<file path="src/ifetch_isa_pkg.sv">
package ifetch_isa_pkg;

	localparam int ADDR_W = 32;	// byte address width
	localparam int INSN_W = 32;	// one instruction word

	typedef logic [ADDR_W-1:0] address_t;
	typedef logic [INSN_W-1:0] instr_t;
	typedef logic [6:0] opcode_t;	// instruction bits 6..0
	typedef logic [15:0] disp_t;	// instruction bits 31..16, signed byte offset

	localparam address_t INSN_LEN = 32'd4;	// bytes per instruction
	localparam opcode_t OP_BRANCH = 7'h63;	// conditional branch

	// major opcode field of an instruction
	function automatic opcode_t insn_opcode(input instr_t ir);
		return ir[6:0];
	endfunction

	// raw displacement field
	function automatic disp_t insn_disp(input instr_t ir);
		return ir[31:16];
	endfunction

	// conditional branch with a negative offset
	function automatic logic is_back_branch(input instr_t ir);
		opcode_t op;
		disp_t d;
		op = insn_opcode(ir);
		d = insn_disp(ir);
		return (op == OP_BRANCH) && d[15];	// sign bit set means backward
	endfunction

	// displacement sign extended to a full address
	function automatic address_t branch_disp(input instr_t ir);
		disp_t d;
		d = insn_disp(ir);
		return {{(ADDR_W-16){d[15]}}, d};
	endfunction

endpackage

</file>
<file path="src/ifetch_pipe_pkg.sv">
package ifetch_pipe_pkg;

	// which buffer pair faces the issue queue
	typedef enum logic {
		BANK_AB = 1'b0,	// slots a and b presented
		BANK_CD = 1'b1	// slots c and d presented
	} bank_t;

	// the other pair
	function automatic bank_t bank_flip(input bank_t b);
		return (b == BANK_AB) ? BANK_CD : BANK_AB;
	endfunction

	// bank as seen on the fetchbuf output
	function automatic logic bank_bit(input bank_t b);
		return (b == BANK_CD);
	endfunction

endpackage

</file>
<file path="src/fetch_pair.sv">
module fetch_pair import ifetch_isa_pkg::*; (
	input  logic     clk,
	input  logic     rst,
	input  logic     load,	// fill both slots this cycle
	input  logic     load_v,	// valid value stored with the fill
	input  logic     clear0,	// invalidate slot 0
	input  logic     clear1,	// invalidate slot 1
	input  instr_t   inst0,
	input  instr_t   inst1,
	input  address_t pc_i,	// address of inst0
	output logic     v0,
	output logic     v1,
	output instr_t   instr0,
	output instr_t   instr1,
	output address_t pc0,
	output address_t pc1
);

	// valid bits, a fill beats a clear in the same cycle
	always_ff @(posedge clk, posedge rst) begin
		if (rst) begin
			v0 <= 1'b0;
			v1 <= 1'b0;
		end
		else if (load) begin
			v0 <= load_v;
			v1 <= load_v;
		end
		else begin
			if (clear0)
				v0 <= 1'b0;	// slot went to the queue or was flushed
			if (clear1)
				v1 <= 1'b0;
		end
	end

	// payload only moves on a fill
	always_ff @(posedge clk) begin
		if (load) begin
			instr0 <= inst0;
			instr1 <= inst1;
			pc0 <= pc_i;
			pc1 <= pc_i + INSN_LEN;	// second word follows the first
		end
	end

	// a fill only lands on a pair the queue has drained
	a_load_pair: assert property (@(posedge clk) disable iff (rst)
		load |-> !(v0 || v1));

endmodule

</file>
<file path="src/fetch_ctrl.sv">
module fetch_ctrl import ifetch_isa_pkg::*, ifetch_pipe_pkg::*; #(
	parameter address_t RESET_PC = 32'hFFFD_0000
) (
	input  logic     clk,
	input  logic     rst,
	input  logic     hit,	// cache data valid this cycle
	input  logic     branchmiss,
	input  logic     slot0_free,	// queue tail entry free
	input  logic     slot1_free,	// entry after the tail free
	input  address_t misspc,
	input  address_t pc_i,
	input  logic     a_v,
	input  logic     b_v,
	input  logic     c_v,
	input  logic     d_v,
	input  instr_t   a_instr,
	input  instr_t   b_instr,
	input  instr_t   c_instr,
	input  instr_t   d_instr,
	input  address_t a_pc,
	input  address_t b_pc,
	input  address_t c_pc,
	input  address_t d_pc,
	output address_t pc,
	output logic     load_ab,
	output logic     load_cd,
	output logic     load_v,
	output logic     clear_a,
	output logic     clear_b,
	output logic     clear_c,
	output logic     clear_d,
	output logic     fetchbuf,
	output instr_t   fetchbuf0_instr,
	output logic     fetchbuf0_v,
	output address_t fetchbuf0_pc,
	output instr_t   fetchbuf1_instr,
	output logic     fetchbuf1_v,
	output address_t fetchbuf1_pc
);

	bank_t bank;	// pair presented to the queue
	logic miss_d;	// branchmiss seen last cycle
	logic ab_empty;
	logic cd_empty;
	logic enq_clr0;	// presented slot 0 leaves
	logic enq_clr1;	// presented slot 1 leaves
	logic enq_flip;	// presented pair drained

	// output steering from the bank pointer
	always_comb begin
		if (bank == BANK_AB) begin
			fetchbuf0_v = a_v;
			fetchbuf0_instr = a_instr;
			fetchbuf0_pc = a_pc;
			fetchbuf1_v = b_v;
			fetchbuf1_instr = b_instr;
			fetchbuf1_pc = b_pc;
		end
		else begin
			fetchbuf0_v = c_v;
			fetchbuf0_instr = c_instr;
			fetchbuf0_pc = c_pc;
			fetchbuf1_v = d_v;
			fetchbuf1_instr = d_instr;
			fetchbuf1_pc = d_pc;
		end
	end

	assign fetchbuf = bank_bit(bank);

	// enqueue table against the free flags
	always_comb begin
		enq_clr0 = 1'b0;
		enq_clr1 = 1'b0;
		enq_flip = 1'b0;
		if (slot0_free) begin
			if (fetchbuf0_v && fetchbuf1_v) begin
				enq_clr0 = 1'b1;
				enq_clr1 = slot1_free;	// second one only with room
				enq_flip = slot1_free;	// pair stays until both gone
			end
			else if (fetchbuf0_v || fetchbuf1_v) begin
				enq_clr0 = fetchbuf0_v;	// lone valid slot goes out
				enq_clr1 = fetchbuf1_v;
				enq_flip = 1'b1;
			end
		end
	end

	assign clear_a = branchmiss | ((bank == BANK_AB) & enq_clr0);
	assign clear_b = branchmiss | ((bank == BANK_AB) & enq_clr1);
	assign clear_c = branchmiss | ((bank == BANK_CD) & enq_clr0);
	assign clear_d = branchmiss | ((bank == BANK_CD) & enq_clr1);

	// refill choice, AB first
	assign ab_empty = ~a_v & ~b_v;
	assign cd_empty = ~c_v & ~d_v;
	assign load_ab = hit & ~branchmiss & ab_empty;
	assign load_cd = hit & ~branchmiss & ~ab_empty & cd_empty;
	assign load_v = ~miss_d;	// first fetch after a miss is stale

	always_ff @(posedge clk, posedge rst) begin
		if (rst) begin
			pc <= RESET_PC;
			bank <= BANK_AB;
			miss_d <= 1'b0;
		end
		else begin
			miss_d <= branchmiss;
			if (branchmiss) begin
				pc <= misspc;	// restart at the corrected target
				bank <= BANK_AB;
			end
			else begin
				if (load_ab || load_cd)
					pc <= pc + 2 * INSN_LEN;	// two words per refill
				if (load_ab && cd_empty)
					bank <= BANK_AB;	// everything empty so restart on AB
				else if (enq_flip)
					bank <= bank_flip(bank);
			end
		end
	end

	// queue never frees its second entry alone
	a_free_order: assert property (@(posedge clk) disable iff (rst)
		slot1_free |-> slot0_free);

	// a flush leaves every slot empty so nothing was loaded beside it
	a_miss_no_load: assert property (@(posedge clk) disable iff (rst)
		branchmiss |=> !(a_v || b_v || c_v || d_v));

	// the cache answers for the address that was asked for
	a_pc_match: assert property (@(posedge clk) disable iff (rst)
		(load_ab || load_cd) |-> (pc_i == pc));

endmodule

</file>
<file path="src/backbranch_detect.sv">
module backbranch_detect import ifetch_isa_pkg::*; (
	input  logic     fetchbuf0_v,
	input  logic     fetchbuf1_v,
	input  instr_t   fetchbuf0_instr,
	input  instr_t   fetchbuf1_instr,
	input  address_t fetchbuf0_pc,
	input  address_t fetchbuf1_pc,
	output logic     branchback,
	output address_t backpc
);

	logic bb0;	// slot 0 holds a live backward branch
	logic bb1;
	address_t tgt0;
	address_t tgt1;

	assign bb0 = fetchbuf0_v & is_back_branch(fetchbuf0_instr);
	assign bb1 = fetchbuf1_v & is_back_branch(fetchbuf1_instr);

	// targets are relative to the branch itself
	assign tgt0 = fetchbuf0_pc + branch_disp(fetchbuf0_instr);
	assign tgt1 = fetchbuf1_pc + branch_disp(fetchbuf1_instr);

	assign branchback = bb0 | bb1;

	// older slot wins
	always_comb begin
		if (bb0)
			backpc = tgt0;
		else
			backpc = tgt1;
	end

endmodule

</file>
<file path="src/ifetch_top.sv">
module ifetch_top import ifetch_isa_pkg::*; #(
	parameter address_t RESET_PC = 32'hFFFD_0000
) (
	input  logic     clk,
	input  logic     rst,
	input  logic     hit,
	input  logic     branchmiss,
	input  logic     slot0_free,
	input  logic     slot1_free,
	input  instr_t   inst0,
	input  instr_t   inst1,
	input  address_t pc_i,
	input  address_t misspc,
	output address_t pc,
	output address_t fetchbuf0_pc,
	output address_t fetchbuf1_pc,
	output address_t backpc,
	output instr_t   fetchbuf0_instr,
	output instr_t   fetchbuf1_instr,
	output logic     fetchbuf,
	output logic     fetchbuf0_v,
	output logic     fetchbuf1_v,
	output logic     branchback
);

	logic a_v, b_v, c_v, d_v;	// slot valid bits
	instr_t a_instr, b_instr, c_instr, d_instr;
	address_t a_pc, b_pc, c_pc, d_pc;
	logic load_ab;
	logic load_cd;
	logic load_v;
	logic clear_a, clear_b, clear_c, clear_d;

	fetch_ctrl #(
		.RESET_PC(RESET_PC)
	) i_ctrl (
		.clk(clk), .rst(rst), .hit(hit), .branchmiss(branchmiss),
		.slot0_free(slot0_free), .slot1_free(slot1_free),
		.misspc(misspc), .pc_i(pc_i),
		.a_v(a_v), .b_v(b_v), .c_v(c_v), .d_v(d_v),
		.a_instr(a_instr), .b_instr(b_instr), .c_instr(c_instr), .d_instr(d_instr),
		.a_pc(a_pc), .b_pc(b_pc), .c_pc(c_pc), .d_pc(d_pc),
		.pc(pc), .load_ab(load_ab), .load_cd(load_cd), .load_v(load_v),
		.clear_a(clear_a), .clear_b(clear_b), .clear_c(clear_c), .clear_d(clear_d),
		.fetchbuf(fetchbuf),
		.fetchbuf0_instr(fetchbuf0_instr), .fetchbuf0_v(fetchbuf0_v),
		.fetchbuf0_pc(fetchbuf0_pc),
		.fetchbuf1_instr(fetchbuf1_instr), .fetchbuf1_v(fetchbuf1_v),
		.fetchbuf1_pc(fetchbuf1_pc)
	);

	// first pair, slots a and b
	fetch_pair i_pair_ab (
		.clk(clk), .rst(rst), .load(load_ab), .load_v(load_v),
		.clear0(clear_a), .clear1(clear_b),
		.inst0(inst0), .inst1(inst1), .pc_i(pc_i),
		.v0(a_v), .v1(b_v), .instr0(a_instr), .instr1(b_instr),
		.pc0(a_pc), .pc1(b_pc)
	);

	// second pair, slots c and d
	fetch_pair i_pair_cd (
		.clk(clk), .rst(rst), .load(load_cd), .load_v(load_v),
		.clear0(clear_c), .clear1(clear_d),
		.inst0(inst0), .inst1(inst1), .pc_i(pc_i),
		.v0(c_v), .v1(d_v), .instr0(c_instr), .instr1(d_instr),
		.pc0(c_pc), .pc1(d_pc)
	);

	backbranch_detect i_bb (
		.fetchbuf0_v(fetchbuf0_v), .fetchbuf1_v(fetchbuf1_v),
		.fetchbuf0_instr(fetchbuf0_instr), .fetchbuf1_instr(fetchbuf1_instr),
		.fetchbuf0_pc(fetchbuf0_pc), .fetchbuf1_pc(fetchbuf1_pc),
		.branchback(branchback), .backpc(backpc)
	);

endmodule

</file>
<file path="config.mk">
export PLATFORM = sky130hd
export DESIGN_NAME = ifetch_top
export DESIGN_NICKNAME = d
export VERILOG_FILES = /design/src/ifetch_isa_pkg.sv /design/src/ifetch_pipe_pkg.sv /design/src/fetch_pair.sv /design/src/fetch_ctrl.sv /design/src/backbranch_detect.sv /design/src/ifetch_top.sv
export SDC_FILE = /design/constraint.sdc
export NUM_CORES = 1
export LEC_CHECK = 0
export BUFFER_PORTS_ARGS = -buffer_cell sky130_fd_sc_hd__buf_2
export CORE_MARGIN = 4
export CORE_UTILIZATION = 59
export DETAILED_ROUTE_END_ITERATION = 12
export PLACE_DENSITY = 0.86
export SLEW_MARGIN = 40
export SYNTH_ARGS = -nofsm -noshare
export SYNTH_HDL_FRONTEND = slang
export SYNTH_SLANG_ARGS = --single-unit
</file>
<file path="constraint.sdc">
create_clock -name clk -period 12.1 [get_ports clk]
set_input_delay 2.42 -clock clk [delete_from_list [all_inputs] [get_ports clk]]
set_output_delay 2.42 -clock clk [all_outputs]
set_load 0.02 [all_outputs]
</file>
==> results.json <==
{
  "crit_path_max_fanout": 55,
  "core_um2": 25300,
  "r2r_cells": 9,
  "fp.dieH_um": 168,
  "ctsHoldBuffers": 0,
  "crit_path_frequent_cell": "a211oi_1",
  "grt_max_degree": 77,
  "gp_congestion": 0.952,
  "setup_viol": 0,
  "status": "finished clean",
  "worst-endpoint-required_ns": 9.68,
  "final_cell_area_um2": 18200,
  "track_usage_pct": 26.3,
  "max_slew_margin_pct": 46.1,
  "hold_viol_final": 0,
  "cts_tree": "yes",
  "drt_wl_total_mm": 38.5,
  "clkPwrFrac_pct": 34.2,
  "total_power_mw": 2.87,
  "rsz0062_at_grt": "no",
  "io_buffers": 329,
  "p_comb_share_pct": 24.9,
  "cp_slowest_cell": "dfrtp_4",
  "ys_seq_area_share_pct": 56.3,
  "ant_nets": 0,
  "cts_buffers": 30,
  "crit_arrival_ns": 5.45,
  "min_period_ns": 7.87,
  "io_pins": 330,
  "synth-edff-count": 252,
  "cts_resized": 0,
  "cts_setup_buffers": 0,
  "cts_htree_levels": 1,
  "seqPwrFrac_pct": 40.9,
  "intPower_mw": 2.01,
  "grt_pass1_wl_mm": 59.9,
  "hold_class": "reg2reg",
  "dr.first_iter.drc_count": 1159,
  "synth-async-reset-ratio_pct": 13.1,
  "clk-insertion-delay-late_ns": 0.56,
  "clk_path_buf_depth": 3,
  "drc_errors": 0,
  "worstSetupEndpointType": "output pin",
  "die-area_um2": 28300,
  "worst_pin_slew_ns": 0.809,
  "drv_slew": 0,
  "synth_area_um2": 15200,
  "yosysWarningCount": 0,
  "crit_type": "reg2out",
  "power.switching_uw": 860,
  "grt_pass1_vias": 11068,
  "syn_inst": 1195,
  "ys.flop_type": "edfxtp_1",
  "dpl_cell_area_um2": 17100,
  "nNetsFinal": 1719,
  "floorplan.initialDensity_pct": 60.0,
  "clock-root-buffer": "clkbuf_16",
  "yosysUniqueCellTypes": 70,
  "tns_ns": 0,
  "pwr_density_cell_nw_per_um2": 158,
  "fp.dieW_um": 168,
  "rows": 58,
  "vdd_drop_max_v": 0.000154,
  "grt.overflow.total": 0,
  "startpoint_type": "register",
  "clk_pin_slew_ns": 0.06,
  "syn_area_per_cell_um2": 12.7,
  "dp_hpwl_mm": 27.9,
  "sw_frac_of_total_pct": 29.9,
  "post_drt_wl_per_cell_um": 20.5,
  "critPathMaxStageDelay_ns": 0.71,
  "skew_ns": 0.0140,
  "dr.pass1.iters": 7,
  "holdPathStages": 1,
  "ys_ff_latch": 290,
  "routed_via_density": 5.96,
  "drive_above_1_share_pct": 35.9,
  "cts_sinks": 290,
  "p_leak_nw": 7.29,
  "fmax_ghz": 0.127,
  "syn_nets": 1395,
  "vias": 11195,
  "path_cells": "buf_4 > mux2_2 > ha_1 > fa_1 > a211oi_1 > o311ai_1 > a211oi_1 > o2bb2ai_1 > o2111ai_1 > nand2_1 > a311oi_1 > xor2_1 > mux2i_1 > buf_2",
  "antenna_found_initial": 7,
  "max_cap_viol_count": 0,
  "areaGrowthSynthToFinish_pct": 20.1,
  "timing.final.crit_share_pct": 65.1
}
==> logic make-up after synthesis <==
family          synth area share [%]
fa+ha+maj                       5.55
simple gates                    9.04
compound gates                  11.1
mux                             10.6
flops                           56.3
buf+inv                         1.72
xor+xnor                        5.72
==> critical path, delay by kind of cell (launching register included) <==
kind,cells,cell delay (ns)
compound gates,6,1.67
xor+xnor,1,0.12
fa+ha+maj,2,0.69
buf+inv,2,0.84
flops,1,0.71
mux,2,0.68
simple gates,1,0.13
==> layout make-up <==
type | instances | area [um^2]
Fill cell | 1700 | 7040
Timing Repair Buffer | 336 | 1710
Clock buffer | 36 | 825
Sequential cell | 290 | 8540
Clock inverter | 20 | 251
Inverter | 20 | 80.1
Tap cell | 330 | 413
Multi-Input combinational cell | 841 | 6380
Antenna cell | 6 | 15.0
==> worst paths after layout <==
kind / start / endpoint / slack, ns
max: i_ctrl.fetchbuf / backpc[28] / 4.23
min: i_ctrl.pc[2] / i_ctrl.pc[2] / 0.51
max reg2reg: i_pair_ab.v0 / i_ctrl.pc[28] / 9.07
min reg2reg: i_ctrl.pc[2] / i_ctrl.pc[2] / 0.51
max in group asynchronous: rst / i_ctrl.fetchbuf / 9.74
min in group asynchronous: rst / i_ctrl.pc[10] / 1.98
==> power groups by stage <==
stage | Combinational, mW | Clock [mW] | Sequential, mW
global placement | 0.694 | 0 | 1.19
finish | 0.716 | 0.981 | 1.17
CTS | 0.712 | 0.991 | 1.17
detailed placement | 0.707 | 0 | 1.19
global route | 0.773 | 1.04 | 1.18
floorplan | 0.477 | 0 | 1.20
==> registers in the layout (all words and copies together), names as in the netlist <==
signal            count
i_ctrl.miss_d         1
i_pair_cd.pc1        32
i_ctrl.fetchbuf       1
i_pair_ab.instr1     32
i_pair_ab.pc1        32
i_pair_ab.pc0        30
i_pair_cd.instr0     32
i_pair_cd.pc0        30
i_pair_ab.v0          1
i_pair_cd.v1          1
i_pair_cd.v0          1
i_pair_ab.v1          1
i_ctrl.pc            32
i_pair_ab.instr0     32
i_pair_cd.instr1     32
==> cell usage after synthesis, drive strengths merged (9+ instances only) <==
| cell | n | area [um^2] |
|---|---|---|
| dfstp | 15 | 394 |
| nand4 | 26 | 178 |
| nor2 | 59 | 221 |
| clkbuf | 30 | 114 |
| a21o | 30 | 225 |
| a221o | 9 | 90.1 |
| xor2 | 51 | 447 |
| nor2b | 9 | 56.3 |
| o21ai | 74 | 370 |
| nand3 | 27 | 135 |
| ha | 64 | 801 |
| inv | 20 | 75.1 |
| buf | 14 | 72.6 |
| o211ai | 10 | 95.1 |
| and3 | 17 | 106 |
| dfrtp | 23 | 576 |
| nand2 | 85 | 319 |
| a21oi | 68 | 352 |
| edfxtp | 252 | 7570 |
| xnor2 | 48 | 420 |
| mux2i | 13 | 130 |
| a211oi | 11 | 82.6 |
| mux2 | 131 | 1480 |
| nor3 | 10 | 55.1 |
==> layout by cell type, fill, tap and decap left out, types with 6 or more instances in the layout <==
cell       count
a211oi_1      11
a21o_1        30
a21oi_1       65
a221o_1        9
a31oi_1        8
and2_1         6
and3_1        17
buf_2        329
clkbuf_16     31
dfrtp_1       22
dfstp_2       15
diode_2        6
edfxtp_1     252
ha_1          64
inv_1         18
mux2_2       131
mux2i_1       13
nand2_1       85
nand2b_1       8
nand3_1       27
nand4_1       25
nor2_1        59
nor2b_1        9
nor3_1         9
o211ai_1       6
o21ai_0       68
o21ai_1        6
o21bai_1       8
o31ai_1        6
xnor2_1       48
xor2_1        51
==> layer usage <==
metal	vias up	track usage, %	share of wire [%]
li1	5230	-	-
met1	5396	34.6	39
met2	507	44.8	50
met3	58	5.31	8.7
met4	4	7.09	2.5
met5	-	0	0.052
==> through the flow <==
| step | hold slack (ns) | utilization [%] | worst slack [ns] | std cells |
|---|---|---|---|---|
| 2_1_floorplan | 0.462 | - | 5.08 | 1195 |
| 3_5_place_dp | 0.499 | 67.8 | 4.88 | 1817 |
| 6_report | 0.510 | 72.1 | 4.23 | 1879 |
| 4_1_cts | 0.515 | 72.1 | 4.27 | 1873 |
| 3_3_place_gp | 0.490 | 67.8 | 4.82 | 1817 |
| 5_1_grt | 0.545 | 72.1 | 4.01 | 1877 |
Power figures use the tool's default switching activity.
